File: src/verilog/core_pkg.sv
package core_pkg;

    // ----------------------------------------------------------
    // sizes

    localparam int IQ_ENTRIES = 12;

    localparam int PR_COUNT = 32;
    localparam int LOG_PR_COUNT = $clog2(PR_COUNT);

    // bank is the low bit of a register number
    localparam int PRF_BANK_COUNT = 2;
    localparam int LOG_PRF_BANK_COUNT = $clog2(PRF_BANK_COUNT);

    localparam int ROB_ENTRIES = 32;
    localparam int LOG_ROB_ENTRIES = $clog2(ROB_ENTRIES);

    localparam int XLEN = 32;

    // ----------------------------------------------------------
    // reg-imm opcodes, funct3 with bit 3 picking the arithmetic shift

    typedef enum logic [3:0] {
        ADDI  = 4'b0000,
        SLLI  = 4'b0001,
        SLTI  = 4'b0010,
        SLTIU = 4'b0011,
        XORI  = 4'b0100,
        SRLI  = 4'b0101,
        ORI   = 4'b0110,
        ANDI  = 4'b0111,
        SRAI  = 4'b1101
    } alu_op_t;

    // shared by RTL and testbench model
    function automatic logic [XLEN-1:0] alu_imm_result(
        input alu_op_t         op,
        input logic [XLEN-1:0] a,
        input logic [11:0]     imm12
    );
        logic [XLEN-1:0] imm;
        logic [4:0]      shamt;
        imm = {{(XLEN-12){imm12[11]}}, imm12};
        shamt = imm12[4:0];
        case (op)
            ADDI:    return a + imm;
            SLTI:    return XLEN'($signed(a) < $signed(imm));
            SLTIU:   return XLEN'(a < imm);
            XORI:    return a ^ imm;
            ORI:     return a | imm;
            ANDI:    return a & imm;
            SLLI:    return a << shamt;
            SRLI:    return a >> shamt;
            SRAI:    return $signed(a) >>> shamt;
            default: return '0;
        endcase
    endfunction

endpackage
File: src/verilog/core_ifs.sv
`timescale 1ns/1ps

// issue queue to operand read stage
interface issue_if import core_pkg::*; ();
    logic                       valid;
    logic                       ready;
    alu_op_t                    op;
    logic [11:0]                imm12;
    logic [LOG_PR_COUNT-1:0]    A_PR;
    logic                       A_is_reg;
    logic                       A_is_bus_forward;
    logic                       A_is_fast_forward;
    logic [LOG_PR_COUNT-1:0]    dest_PR;
    logic [LOG_ROB_ENTRIES-1:0] ROB_index;

    modport iq (
        output valid, op, imm12, A_PR, A_is_reg, A_is_bus_forward, A_is_fast_forward,
        output dest_PR, ROB_index,
        input  ready
    );
    modport rd (
        input  valid, op, imm12, A_PR, A_is_reg, A_is_bus_forward, A_is_fast_forward,
        input  dest_PR, ROB_index,
        output ready
    );
endinterface

// writeback bus, valid and register split by bank
interface wb_if import core_pkg::*; ();
    logic [PRF_BANK_COUNT-1:0]                                      valid_by_bank;
    logic [PRF_BANK_COUNT-1:0][LOG_PR_COUNT-LOG_PRF_BANK_COUNT-1:0] upper_PR_by_bank;
    logic [XLEN-1:0]                                                data;
    logic [LOG_PR_COUNT-1:0]                                        dest_PR;
    logic [LOG_ROB_ENTRIES-1:0]                                     ROB_index;

    modport exec (output valid_by_bank, upper_PR_by_bank, data, dest_PR, ROB_index);
    modport iq (input valid_by_bank, upper_PR_by_bank);
    modport rd (input valid_by_bank, upper_PR_by_bank, data);
endinterface

File: src/verilog/alu_imm_top.sv
`timescale 1ns/1ps

module alu_imm_top import core_pkg::*; (
    input  logic                       CLK,
    input  logic                       nRST,

    input  logic                       enq_valid,
    input  alu_op_t                    enq_op,
    input  logic [11:0]                enq_imm12,
    input  logic [LOG_PR_COUNT-1:0]    enq_A_PR,
    input  logic                       enq_A_ready,
    input  logic                       enq_A_is_zero,
    input  logic [LOG_PR_COUNT-1:0]    enq_dest_PR,
    input  logic [LOG_ROB_ENTRIES-1:0] enq_ROB_index,
    output logic                       enq_ready,

    input  logic                       stall,

    output logic                       wb_valid,
    output logic [LOG_PR_COUNT-1:0]    wb_dest_PR,
    output logic [LOG_ROB_ENTRIES-1:0] wb_ROB_index,
    output logic [XLEN-1:0]            wb_data
);

    issue_if iss ();
    wb_if    wb ();

    logic                       ff_valid;
    logic [LOG_PR_COUNT-1:0]    ff_PR;
    logic                       rd_valid;
    alu_op_t                    rd_op;
    logic [11:0]                rd_imm12;
    logic                       rd_A_sel;
    logic [XLEN-1:0]            rd_A_value;
    logic [LOG_PR_COUNT-1:0]    rd_dest_PR;
    logic [LOG_ROB_ENTRIES-1:0] rd_ROB_index;

    alu_imm_iq u_iq (.*);
    operand_read u_rd (.*);
    alu_imm_exec u_exec (.*);

    assign wb_valid = |wb.valid_by_bank;
    assign wb_dest_PR = wb.dest_PR;
    assign wb_ROB_index = wb.ROB_index;
    assign wb_data = wb.data;

endmodule

File: src/verilog/alu_imm_exec.sv
`timescale 1ns/1ps

module alu_imm_exec import core_pkg::*; (
    input  logic                       CLK,
    input  logic                       nRST,

    input  logic                       rd_valid,
    input  alu_op_t                    rd_op,
    input  logic [11:0]                rd_imm12,
    input  logic                       rd_A_sel,
    input  logic [XLEN-1:0]            rd_A_value,
    input  logic [LOG_PR_COUNT-1:0]    rd_dest_PR,
    input  logic [LOG_ROB_ENTRIES-1:0] rd_ROB_index,

    wb_if.exec                         wb
);

    logic                       ex_valid;
    logic [LOG_PR_COUNT-1:0]    ex_dest_PR;
    logic [LOG_ROB_ENTRIES-1:0] ex_ROB_index;
    logic [XLEN-1:0]            ex_data;
    logic [XLEN-1:0]            A_value;

    // fast forward takes our own previous result
    assign A_value = rd_A_sel ? ex_data : rd_A_value;

    always_ff @(posedge CLK or negedge nRST) begin
        if (!nRST) begin
            ex_valid <= 1'b0;
        end else begin
            ex_valid <= rd_valid;
        end
    end

    always_ff @(posedge CLK) begin
        if (rd_valid) begin
            ex_dest_PR <= rd_dest_PR;
            ex_ROB_index <= rd_ROB_index;
            ex_data <= alu_imm_result(rd_op, A_value, rd_imm12);
        end
    end

    // ----------------------------------------------------------
    // writeback bus, valid on the destination's bank only

    always_comb begin
        for (int b = 0; b < PRF_BANK_COUNT; b++) begin
            wb.valid_by_bank[b] = ex_valid
                && ex_dest_PR[LOG_PRF_BANK_COUNT-1:0] == LOG_PRF_BANK_COUNT'(b);
            wb.upper_PR_by_bank[b] = ex_dest_PR[LOG_PR_COUNT-1:LOG_PRF_BANK_COUNT];
        end
    end

    assign wb.data = ex_data;
    assign wb.dest_PR = ex_dest_PR;
    assign wb.ROB_index = ex_ROB_index;

endmodule

File: src/verilog/operand_read.sv
`timescale 1ns/1ps

module operand_read import core_pkg::*; (
    input  logic                       CLK,
    input  logic                       nRST,

    issue_if.rd                        iss,
    wb_if.rd                           wb,
    input  logic                       stall,

    // fast forward notification back to the queue
    output logic                       ff_valid,
    output logic [LOG_PR_COUNT-1:0]    ff_PR,

    // read-stage register
    output logic                       rd_valid,
    output alu_op_t                    rd_op,
    output logic [11:0]                rd_imm12,
    output logic                       rd_A_sel,
    output logic [XLEN-1:0]            rd_A_value,
    output logic [LOG_PR_COUNT-1:0]    rd_dest_PR,
    output logic [LOG_ROB_ENTRIES-1:0] rd_ROB_index
);

    // PRF as [bank][index within bank]
    logic [PRF_BANK_COUNT-1:0][PR_COUNT/PRF_BANK_COUNT-1:0][XLEN-1:0] prf;

    logic            fire;
    logic [XLEN-1:0] prf_rd;
    logic [XLEN-1:0] A_value;

    assign iss.ready = ~stall;
    assign fire = iss.valid & iss.ready;

    // ----------------------------------------------------------
    // banked register file

    always_ff @(posedge CLK or negedge nRST) begin
        if (!nRST) begin
            prf <= '0;
        end else begin
            for (int b = 0; b < PRF_BANK_COUNT; b++) begin
                if (wb.valid_by_bank[b]) begin
                    prf[b][wb.upper_PR_by_bank[b]] <= wb.data;
                end
            end
        end
    end

    assign prf_rd = prf[iss.A_PR[LOG_PRF_BANK_COUNT-1:0]]
                       [iss.A_PR[LOG_PR_COUNT-1:LOG_PRF_BANK_COUNT]];

    // fast forward value comes later, from the execute stage
    always_comb begin
        if (iss.A_is_reg) begin
            A_value = prf_rd;
        end else if (iss.A_is_bus_forward) begin
            A_value = wb.data;
        end else begin
            A_value = '0;
        end
    end

    // ----------------------------------------------------------
    // stage register

    always_ff @(posedge CLK or negedge nRST) begin
        if (!nRST) begin
            rd_valid <= 1'b0;
        end else begin
            rd_valid <= fire;
        end
    end

    always_ff @(posedge CLK) begin
        if (fire) begin
            rd_op <= iss.op;
            rd_imm12 <= iss.imm12;
            rd_A_sel <= iss.A_is_fast_forward;
            rd_A_value <= A_value;
            rd_dest_PR <= iss.dest_PR;
            rd_ROB_index <= iss.ROB_index;
        end
    end

    assign ff_valid = rd_valid;
    assign ff_PR = rd_dest_PR;

    // register 0 is bank 0, index 0 and must stay zero
    a_no_r0_write: assert property (@(posedge CLK) disable iff (!nRST)
        wb.valid_by_bank[0] |-> wb.upper_PR_by_bank[0] != '0);

endmodule

File: src/verilog/alu_imm_iq.sv
`timescale 1ns/1ps

module alu_imm_iq import core_pkg::*; (
    input  logic                       CLK,
    input  logic                       nRST,

    // enqueue
    input  logic                       enq_valid,
    input  alu_op_t                    enq_op,
    input  logic [11:0]                enq_imm12,
    input  logic [LOG_PR_COUNT-1:0]    enq_A_PR,
    input  logic                       enq_A_ready,
    input  logic                       enq_A_is_zero,
    input  logic [LOG_PR_COUNT-1:0]    enq_dest_PR,
    input  logic [LOG_ROB_ENTRIES-1:0] enq_ROB_index,
    output logic                       enq_ready,

    issue_if.iq                        iss,
    wb_if.iq                           wb,

    // op currently in the read stage
    input  logic                       ff_valid,
    input  logic [LOG_PR_COUNT-1:0]    ff_PR
);

    // ----------------------------------------------------------
    // entries, index 0 is the oldest

    logic [IQ_ENTRIES-1:0]                       valid_by_entry;
    logic [IQ_ENTRIES-1:0]                       A_ready_by_entry;
    alu_op_t                                     op_by_entry [IQ_ENTRIES];
    logic [IQ_ENTRIES-1:0][11:0]                 imm12_by_entry;
    logic [IQ_ENTRIES-1:0][LOG_PR_COUNT-1:0]     A_PR_by_entry;
    logic [IQ_ENTRIES-1:0]                       A_is_zero_by_entry;
    logic [IQ_ENTRIES-1:0][LOG_PR_COUNT-1:0]     dest_PR_by_entry;
    logic [IQ_ENTRIES-1:0][LOG_ROB_ENTRIES-1:0]  ROB_index_by_entry;

    // wakeup and select
    logic [IQ_ENTRIES-1:0] bus_match;
    logic [IQ_ENTRIES-1:0] A_is_bus_forward_by_entry;
    logic [IQ_ENTRIES-1:0] A_is_fast_forward_by_entry;
    logic [IQ_ENTRIES-1:0] issue_ready_by_entry;
    logic [IQ_ENTRIES-1:0] issue_one_hot;
    logic [IQ_ENTRIES-1:0] issue_mask;

    // enqueue
    logic [IQ_ENTRIES-1:0] enq_one_hot;
    logic                  enq_bus_match;

    // ----------------------------------------------------------
    // wakeup against the bus and the read stage

    always_comb begin
        for (int i = 0; i < IQ_ENTRIES; i++) begin
            bus_match[i] = wb.valid_by_bank[A_PR_by_entry[i][LOG_PRF_BANK_COUNT-1:0]]
                && wb.upper_PR_by_bank[A_PR_by_entry[i][LOG_PRF_BANK_COUNT-1:0]]
                   == A_PR_by_entry[i][LOG_PR_COUNT-1:LOG_PRF_BANK_COUNT];
            // a source still waiting takes the bus first, then fast forward
            A_is_bus_forward_by_entry[i] = ~A_is_zero_by_entry[i] & ~A_ready_by_entry[i]
                & bus_match[i];
            A_is_fast_forward_by_entry[i] = ~A_is_zero_by_entry[i] & ~A_ready_by_entry[i]
                & ~bus_match[i] & ff_valid & (A_PR_by_entry[i] == ff_PR);
        end
    end

    assign issue_ready_by_entry = {IQ_ENTRIES{iss.ready}} & valid_by_entry
        & (A_is_zero_by_entry | A_ready_by_entry
           | A_is_bus_forward_by_entry | A_is_fast_forward_by_entry);

    // lowest ready entry, mask covers it and everything above
    always_comb begin
        logic found;
        found = 1'b0;
        for (int i = 0; i < IQ_ENTRIES; i++) begin
            issue_one_hot[i] = issue_ready_by_entry[i] & ~found;
            found = found | issue_ready_by_entry[i];
            issue_mask[i] = found;
        end
    end

    always_comb begin
        iss.valid = |issue_ready_by_entry;
        iss.op = ADDI;
        iss.imm12 = '0;
        iss.A_PR = '0;
        iss.A_is_reg = 1'b0;
        iss.A_is_bus_forward = 1'b0;
        iss.A_is_fast_forward = 1'b0;
        iss.dest_PR = '0;
        iss.ROB_index = '0;
        for (int i = 0; i < IQ_ENTRIES; i++) begin
            if (issue_one_hot[i]) begin
                iss.op = op_by_entry[i];
                iss.imm12 = imm12_by_entry[i];
                iss.A_PR = A_PR_by_entry[i];
                iss.A_is_reg = ~A_is_zero_by_entry[i] & A_ready_by_entry[i];
                iss.A_is_bus_forward = A_is_bus_forward_by_entry[i];
                iss.A_is_fast_forward = A_is_fast_forward_by_entry[i];
                iss.dest_PR = dest_PR_by_entry[i];
                iss.ROB_index = ROB_index_by_entry[i];
            end
        end
    end

    // ----------------------------------------------------------
    // enqueue into lowest free slot, collapse moves it down if needed

    always_comb begin
        logic taken;
        taken = 1'b0;
        for (int i = 0; i < IQ_ENTRIES; i++) begin
            enq_one_hot[i] = enq_valid & ~valid_by_entry[i] & ~taken;
            taken = taken | ~valid_by_entry[i];
        end
    end

    assign enq_ready = ~&valid_by_entry;

    // catch a producer that is on the bus during the enqueue cycle
    assign enq_bus_match = wb.valid_by_bank[enq_A_PR[LOG_PRF_BANK_COUNT-1:0]]
        && wb.upper_PR_by_bank[enq_A_PR[LOG_PRF_BANK_COUNT-1:0]]
           == enq_A_PR[LOG_PR_COUNT-1:LOG_PRF_BANK_COUNT];

    // entry i takes entry i+1 at and above the issued slot
    always_ff @(posedge CLK or negedge nRST) begin
        int s;
        if (!nRST) begin
            valid_by_entry <= '0;
            A_ready_by_entry <= '0;
        end else begin
            for (int i = 0; i < IQ_ENTRIES; i++) begin
                s = i + int'(issue_mask[i]);
                if (s < IQ_ENTRIES && valid_by_entry[s]) begin
                    valid_by_entry[i] <= 1'b1;
                    A_ready_by_entry[i] <= A_ready_by_entry[s] | bus_match[s];
                end else begin
                    valid_by_entry[i] <= s < IQ_ENTRIES && enq_one_hot[s];
                    A_ready_by_entry[i] <= enq_A_ready | enq_bus_match;
                end
            end
        end
    end

    always_ff @(posedge CLK) begin
        int s;
        for (int i = 0; i < IQ_ENTRIES; i++) begin
            s = i + int'(issue_mask[i]);
            if (s < IQ_ENTRIES && valid_by_entry[s]) begin
                op_by_entry[i] <= op_by_entry[s];
                imm12_by_entry[i] <= imm12_by_entry[s];
                A_PR_by_entry[i] <= A_PR_by_entry[s];
                A_is_zero_by_entry[i] <= A_is_zero_by_entry[s];
                dest_PR_by_entry[i] <= dest_PR_by_entry[s];
                ROB_index_by_entry[i] <= ROB_index_by_entry[s];
            end else begin
                op_by_entry[i] <= enq_op;
                imm12_by_entry[i] <= enq_imm12;
                A_PR_by_entry[i] <= enq_A_PR;
                A_is_zero_by_entry[i] <= enq_A_is_zero;
                dest_PR_by_entry[i] <= enq_dest_PR;
                ROB_index_by_entry[i] <= enq_ROB_index;
            end
        end
    end

    // ----------------------------------------------------------
    // checks

    a_one_issue: assert property (@(posedge CLK) disable iff (!nRST)
        $onehot0(issue_one_hot));

    // read stage relies on exactly one operand path
    a_src_excl: assert property (@(posedge CLK) disable iff (!nRST)
        iss.valid |-> $onehot0({iss.A_is_reg, iss.A_is_bus_forward, iss.A_is_fast_forward}));

endmodule

File: config.mk
export PLATFORM = sky130hd
export DESIGN_NAME = alu_imm_top
export DESIGN_NICKNAME = d
export VERILOG_FILES = /design/src/verilog/core_pkg.sv /design/src/verilog/core_ifs.sv /design/src/verilog/alu_imm_top.sv /design/src/verilog/alu_imm_exec.sv /design/src/verilog/operand_read.sv /design/src/verilog/alu_imm_iq.sv
export SDC_FILE = /design/constraint.sdc
export NUM_CORES = 2
export LEC_CHECK = 0
export BUFFER_PORTS_ARGS = -buffer_cell sky130_fd_sc_hd__clkbuf_2
export CAP_MARGIN = 30
export CORE_MARGIN = 2
export CORE_UTILIZATION = 43
export DETAILED_ROUTE_END_ITERATION = 7
export PLACE_DENSITY = 0.65
export SLEW_MARGIN = 40
export SYNTH_ARGS = -nofsm -noshare
export SYNTH_HDL_FRONTEND = slang
export SYNTH_SLANG_ARGS = --single-unit
File: constraint.sdc
create_clock -name CLK -period 9.2 [get_ports CLK]
set_clock_uncertainty 0.15 [all_clocks]
set_input_delay 0.92 -clock CLK [delete_from_list [all_inputs] [get_ports CLK]]
set_output_delay 0.92 -clock CLK [all_outputs]
set_load 0.01 [all_outputs]
==> impl_results.md <==
* Status: finished clean
* Slew Viols, Final at 0
* Mapped Cells at 6770
* Fin nets at 6716
* Max FO, Critical Path at 108
* Reg2reg path depth at 15
* Root buffer cell: clkbuf_16
* Clock-pin transition on the worst setup and hold timing paths at 60 ps
* Area added between synthesis and finish at 11.1%
* GPL Wtd Cong at 0.980
* CP arrival at 7440 ps
* First-pass GRT wire length at 377 mm
* Most used cell, CP: buf_4
* Largest net degree at the start of global routing at 149
* Synth Register Bits at 1535
* Tcrit/Tclk final at 0.769
* Most common cell after layout, fill and taps aside: mux2_2
* Sw Pwr at 14.8 mW
* Die Wd at 437 µm
* Met2 wire length at 116 mm
* Top delay family on crit path: compound AO/OA/AOI/OAI gates
* PD cells at 397 nW/µm²
* Design area at 89500 µm²
* Top layer in use: met5
* Crit path kind: reg -> reg
* Sequential share of power at 0.337
* Tightest Pin Transition at 906 ps
* Clk sinks at 1535
* Internal cell power at 20.7 mW
* Worst Path Required at 9570 ps
* CTS tree: built
* Vias in the first global route at 57500
* Final setup viols at 0
* Via-to-Cell Ratio at 6.28
* Sw frac at 0.417
* Worst Path Buf+Inv at 3
* Clock Tree Buf Depth at 3
* Final worst path period need at 7070 ps
* Routed Antenna Nets at 0
* Hold Path Origin: enq_valid
* Post-synth EDFFs at 485
* Detailed placement HPWL at 152 mm
* Sequential fraction of the synthesis area at 0.507
* Clock Latency Late Sink at 830 ps
* R2R Setup Slk at 2130 ps
* Worst Hold Depth at 3
* Met3 WL at 19.1 mm
* Dominant synthesized flop cell: dfrtp_1
* Buffers added on ports at 80
* CP peak stage delay at 860 ps
* Routed Wire Length at 253 mm
* P_leak at 38.9 nW
* Mean Syn Cell Area at 11.9 µm²
* Combinational fraction of design power at 0.470
* Final Non-Filler Cells at 9202
* Cts bufs inserted at 166
* Initial Util at 0.433
* Worst Setup Slack, final at 2130 ps
* Worst path cell trace: xor2_1 -> nor4_1 -> a31o_2 -> o21a_2 -> buf_4 -> nor3b_2 -> buf_4 -> a221o_1 -> a2111oi_4 -> a21o_4 -> buf_12 -> mux2i_1 -> a211oi_1 -> o41ai_1 -> o211ai_1
* Initial drt markers at 6762
* H-tree Lvls at 4
* Multi-input gate area at 36800 µm²
* Max_cap viols at 0
* Core ar. at 186000 µm²
* FF/Latch Area at 40800 µm²
* Startpoint Class: register
* Worst Hold Class: in -> reg
* Die Ht at 437 µm
* Asr flop ratio synth at 0.684
* Dpl cells at 8889
* Reg-to-Reg Start: u_rd.ff_PR[4]$_DFFE_PP_
* RSZ-0062 raised after global routing: no
* Syn. warnings at 0
* Max VDD drop at 0.353 mV
* Most frequent cells in the layout: 1125 x mux2_2, 1049 x dfrtp_1, 616 x mux2i_1
* Clock power frac at 0.194
* Min-Delay Endpoint: u_iq.valid_by_entry[0]$_DFF_PN0_
* Setup_tns at 0 ps
* Post-DP Area at 83700 µm²
* Peak Freq at 141 MHz
* Setup bufs post-CTS at 0
* Post-Syn Nets at 6905
* DRC violations left at 0
* DRT met1 WL at 108 mm
* Row cnt at 158
* Post-synthesis cell type count at 90
* Global route overflow at 0
* Hold Fails Final Rpt at 0
* Initial antenna violation count at 7
* Via count at 57800
* Reg2reg end: u_rd.rd_A_value[24]$_DFFE_PP_
* Pre-CTS WS at 2030 ps
* WL/cell at 27.4 µm
* Share of layout cells above drive strength 1 at 0.267
* Gr usage total at 0.259
* Top-Level Pins at 81
* CP Capture Type: register
* Drt first pass iters at 6
* Die Area at 191000 µm²
* Crit-path slowest cell: edfxtp_1
* Fill cells at 16400
* Mapped Area at 80500 µm²
* Slew headroom at 0.388
-- flip-flops by register name, summed over array words and instances, names as in the netlist, 4 cells and up --
name and cells:
u_rd.rd_imm12 12, u_exec.wb.dest_PR 5, u_iq.dest_PR_by_entry 60, u_rd.rd_op 4, u_iq.imm12_by_entry 144, u_rd.rd_A_value 32, u_iq.ROB_index_by_entry 60, u_iq.op_by_entry 48
u_iq.valid_by_entry 12, u_exec.wb.data 32, u_iq.A_is_zero_by_entry 12, u_rd.rd_ROB_index 5, u_iq.A_PR_by_entry 60, u_iq.A_ready_by_entry 12, u_rd.prf 1024, u_exec.wb.ROB_index 5
u_rd.ff_PR 5
-- worst reg2reg max path, stage by stage, from the launching register on --
cell and delay (ps):
edfxtp_1 860, xor2_1 150, nor4_1 440, a31o_2 240
o21a_2 160, buf_4 530, nor3b_2 130, buf_4 310
a221o_1 410, a2111oi_4 550, a21o_4 730, buf_12 540
mux2i_1 470, a211oi_1 100, o41ai_1 830, o211ai_1 180
-- cells by family after synthesis --
group	share of synthesized area
AO/OA/AOI/OAI	0.122
AND/OR/NAND/NOR	0.0579
buffers and inverters	0.0423
multiplexers	0.239
flip-flops	0.507
XOR/XNOR	0.0158
adder cells (fa/ha/maj)	0.0153
-- per-stage QoR --
step | total power, mW | util | hold slack, ps
after floorplan | 23.1 | - | 250
after global placement | 27.9 | 0.449 | 257
after detailed placement | 28.4 | 0.450 | 258
after CTS | 35.3 | 0.481 | 43.7
after global routing | 37.3 | 0.481 | 258
final | 35.5 | 0.481 | 269
-- power by group through the flow --
stage	logic (mW)	clock network [mW]	registers, mW
after floorplan	11.6	0	11.5
after CTS	16.4	6.97	11.9
after global routing	17.8	7.26	12.2
after global placement	16.1	0	11.9
final	16.7	6.87	11.9
after detailed placement	16.4	0	12.0
-- cell usage after synthesis, types with 68 or more instances --
library cell  number  share of area
mux2_2          1125           0.16
dfrtp_1         1050           0.33
mux2i_1          616          0.077
edfxtp_1         485           0.18
clkbuf_1         452          0.021
a211oi_1         406          0.038
nand2_1          385          0.018
nor2_1           265          0.012
o21ai_0          254          0.016
inv_1            216          0.010
a21oi_1          115         0.0071
a22o_1           109          0.012
nand3_1          104         0.0065
ha_1              97          0.015
xor2_1            96          0.010
buf_2             82         0.0051
a222oi_1          81          0.010
a22oi_1           68         0.0063
-- per-layer routing --
metal	up-vias	global-route usage
li1	24900	-
met1	29800	0.358
met2	2583	0.407
met3	559	0.0476
met4	8	0.0946
met5	-	0
-- area by class of cell --
cell class,count,share of cell area
diodes,3,0.0000839
flip-flops and latches,1535,0.456
inverters,217,0.00910
clock buffers,249,0.0556
well taps,2480,0.0347
repair buffers,274,0.0249
multi-input cells,4387,0.411
clock inverters,57,0.00782
-- worst max-delay path by stage --
stage | startpoint | endpoint | slack (ps) | cells past startpoint
final | u_rd.ff_PR[4]$_DFFE_PP_ | u_rd.rd_A_value[24]$_DFFE_PP_ | 2130 | 15
after global routing | u_rd.ff_PR[4]$_DFFE_PP_ | u_rd.rd_A_value[24]$_DFFE_PP_ | 1930 | 15
after CTS | u_rd.ff_PR[4]$_DFFE_PP_ | u_rd.rd_A_value[24]$_DFFE_PP_ | 2240 | 15
after detailed placement | stall | u_rd.rd_A_value[24]$_DFFE_PP_ | 2030 | 15
after global placement | u_exec.wb.dest_PR[0]$_DFFE_PP_ | u_rd.rd_A_value[14]$_DFFE_PP_ | 2060 | 15
after floorplan | u_rd.ff_valid$_DFF_PN0_ | u_iq.A_PR_by_entry[55]$_DFFE_PP_ | 2730 | 15
-- timing repair --
| item | in CTS | in global routing |
|---|---|---|
| hold endpoints to repair | 0 | 37 |
| hold buffers | 0 | 1 |
| resized for setup | 0 | 0 |
(Power assumes the default switching activity.)
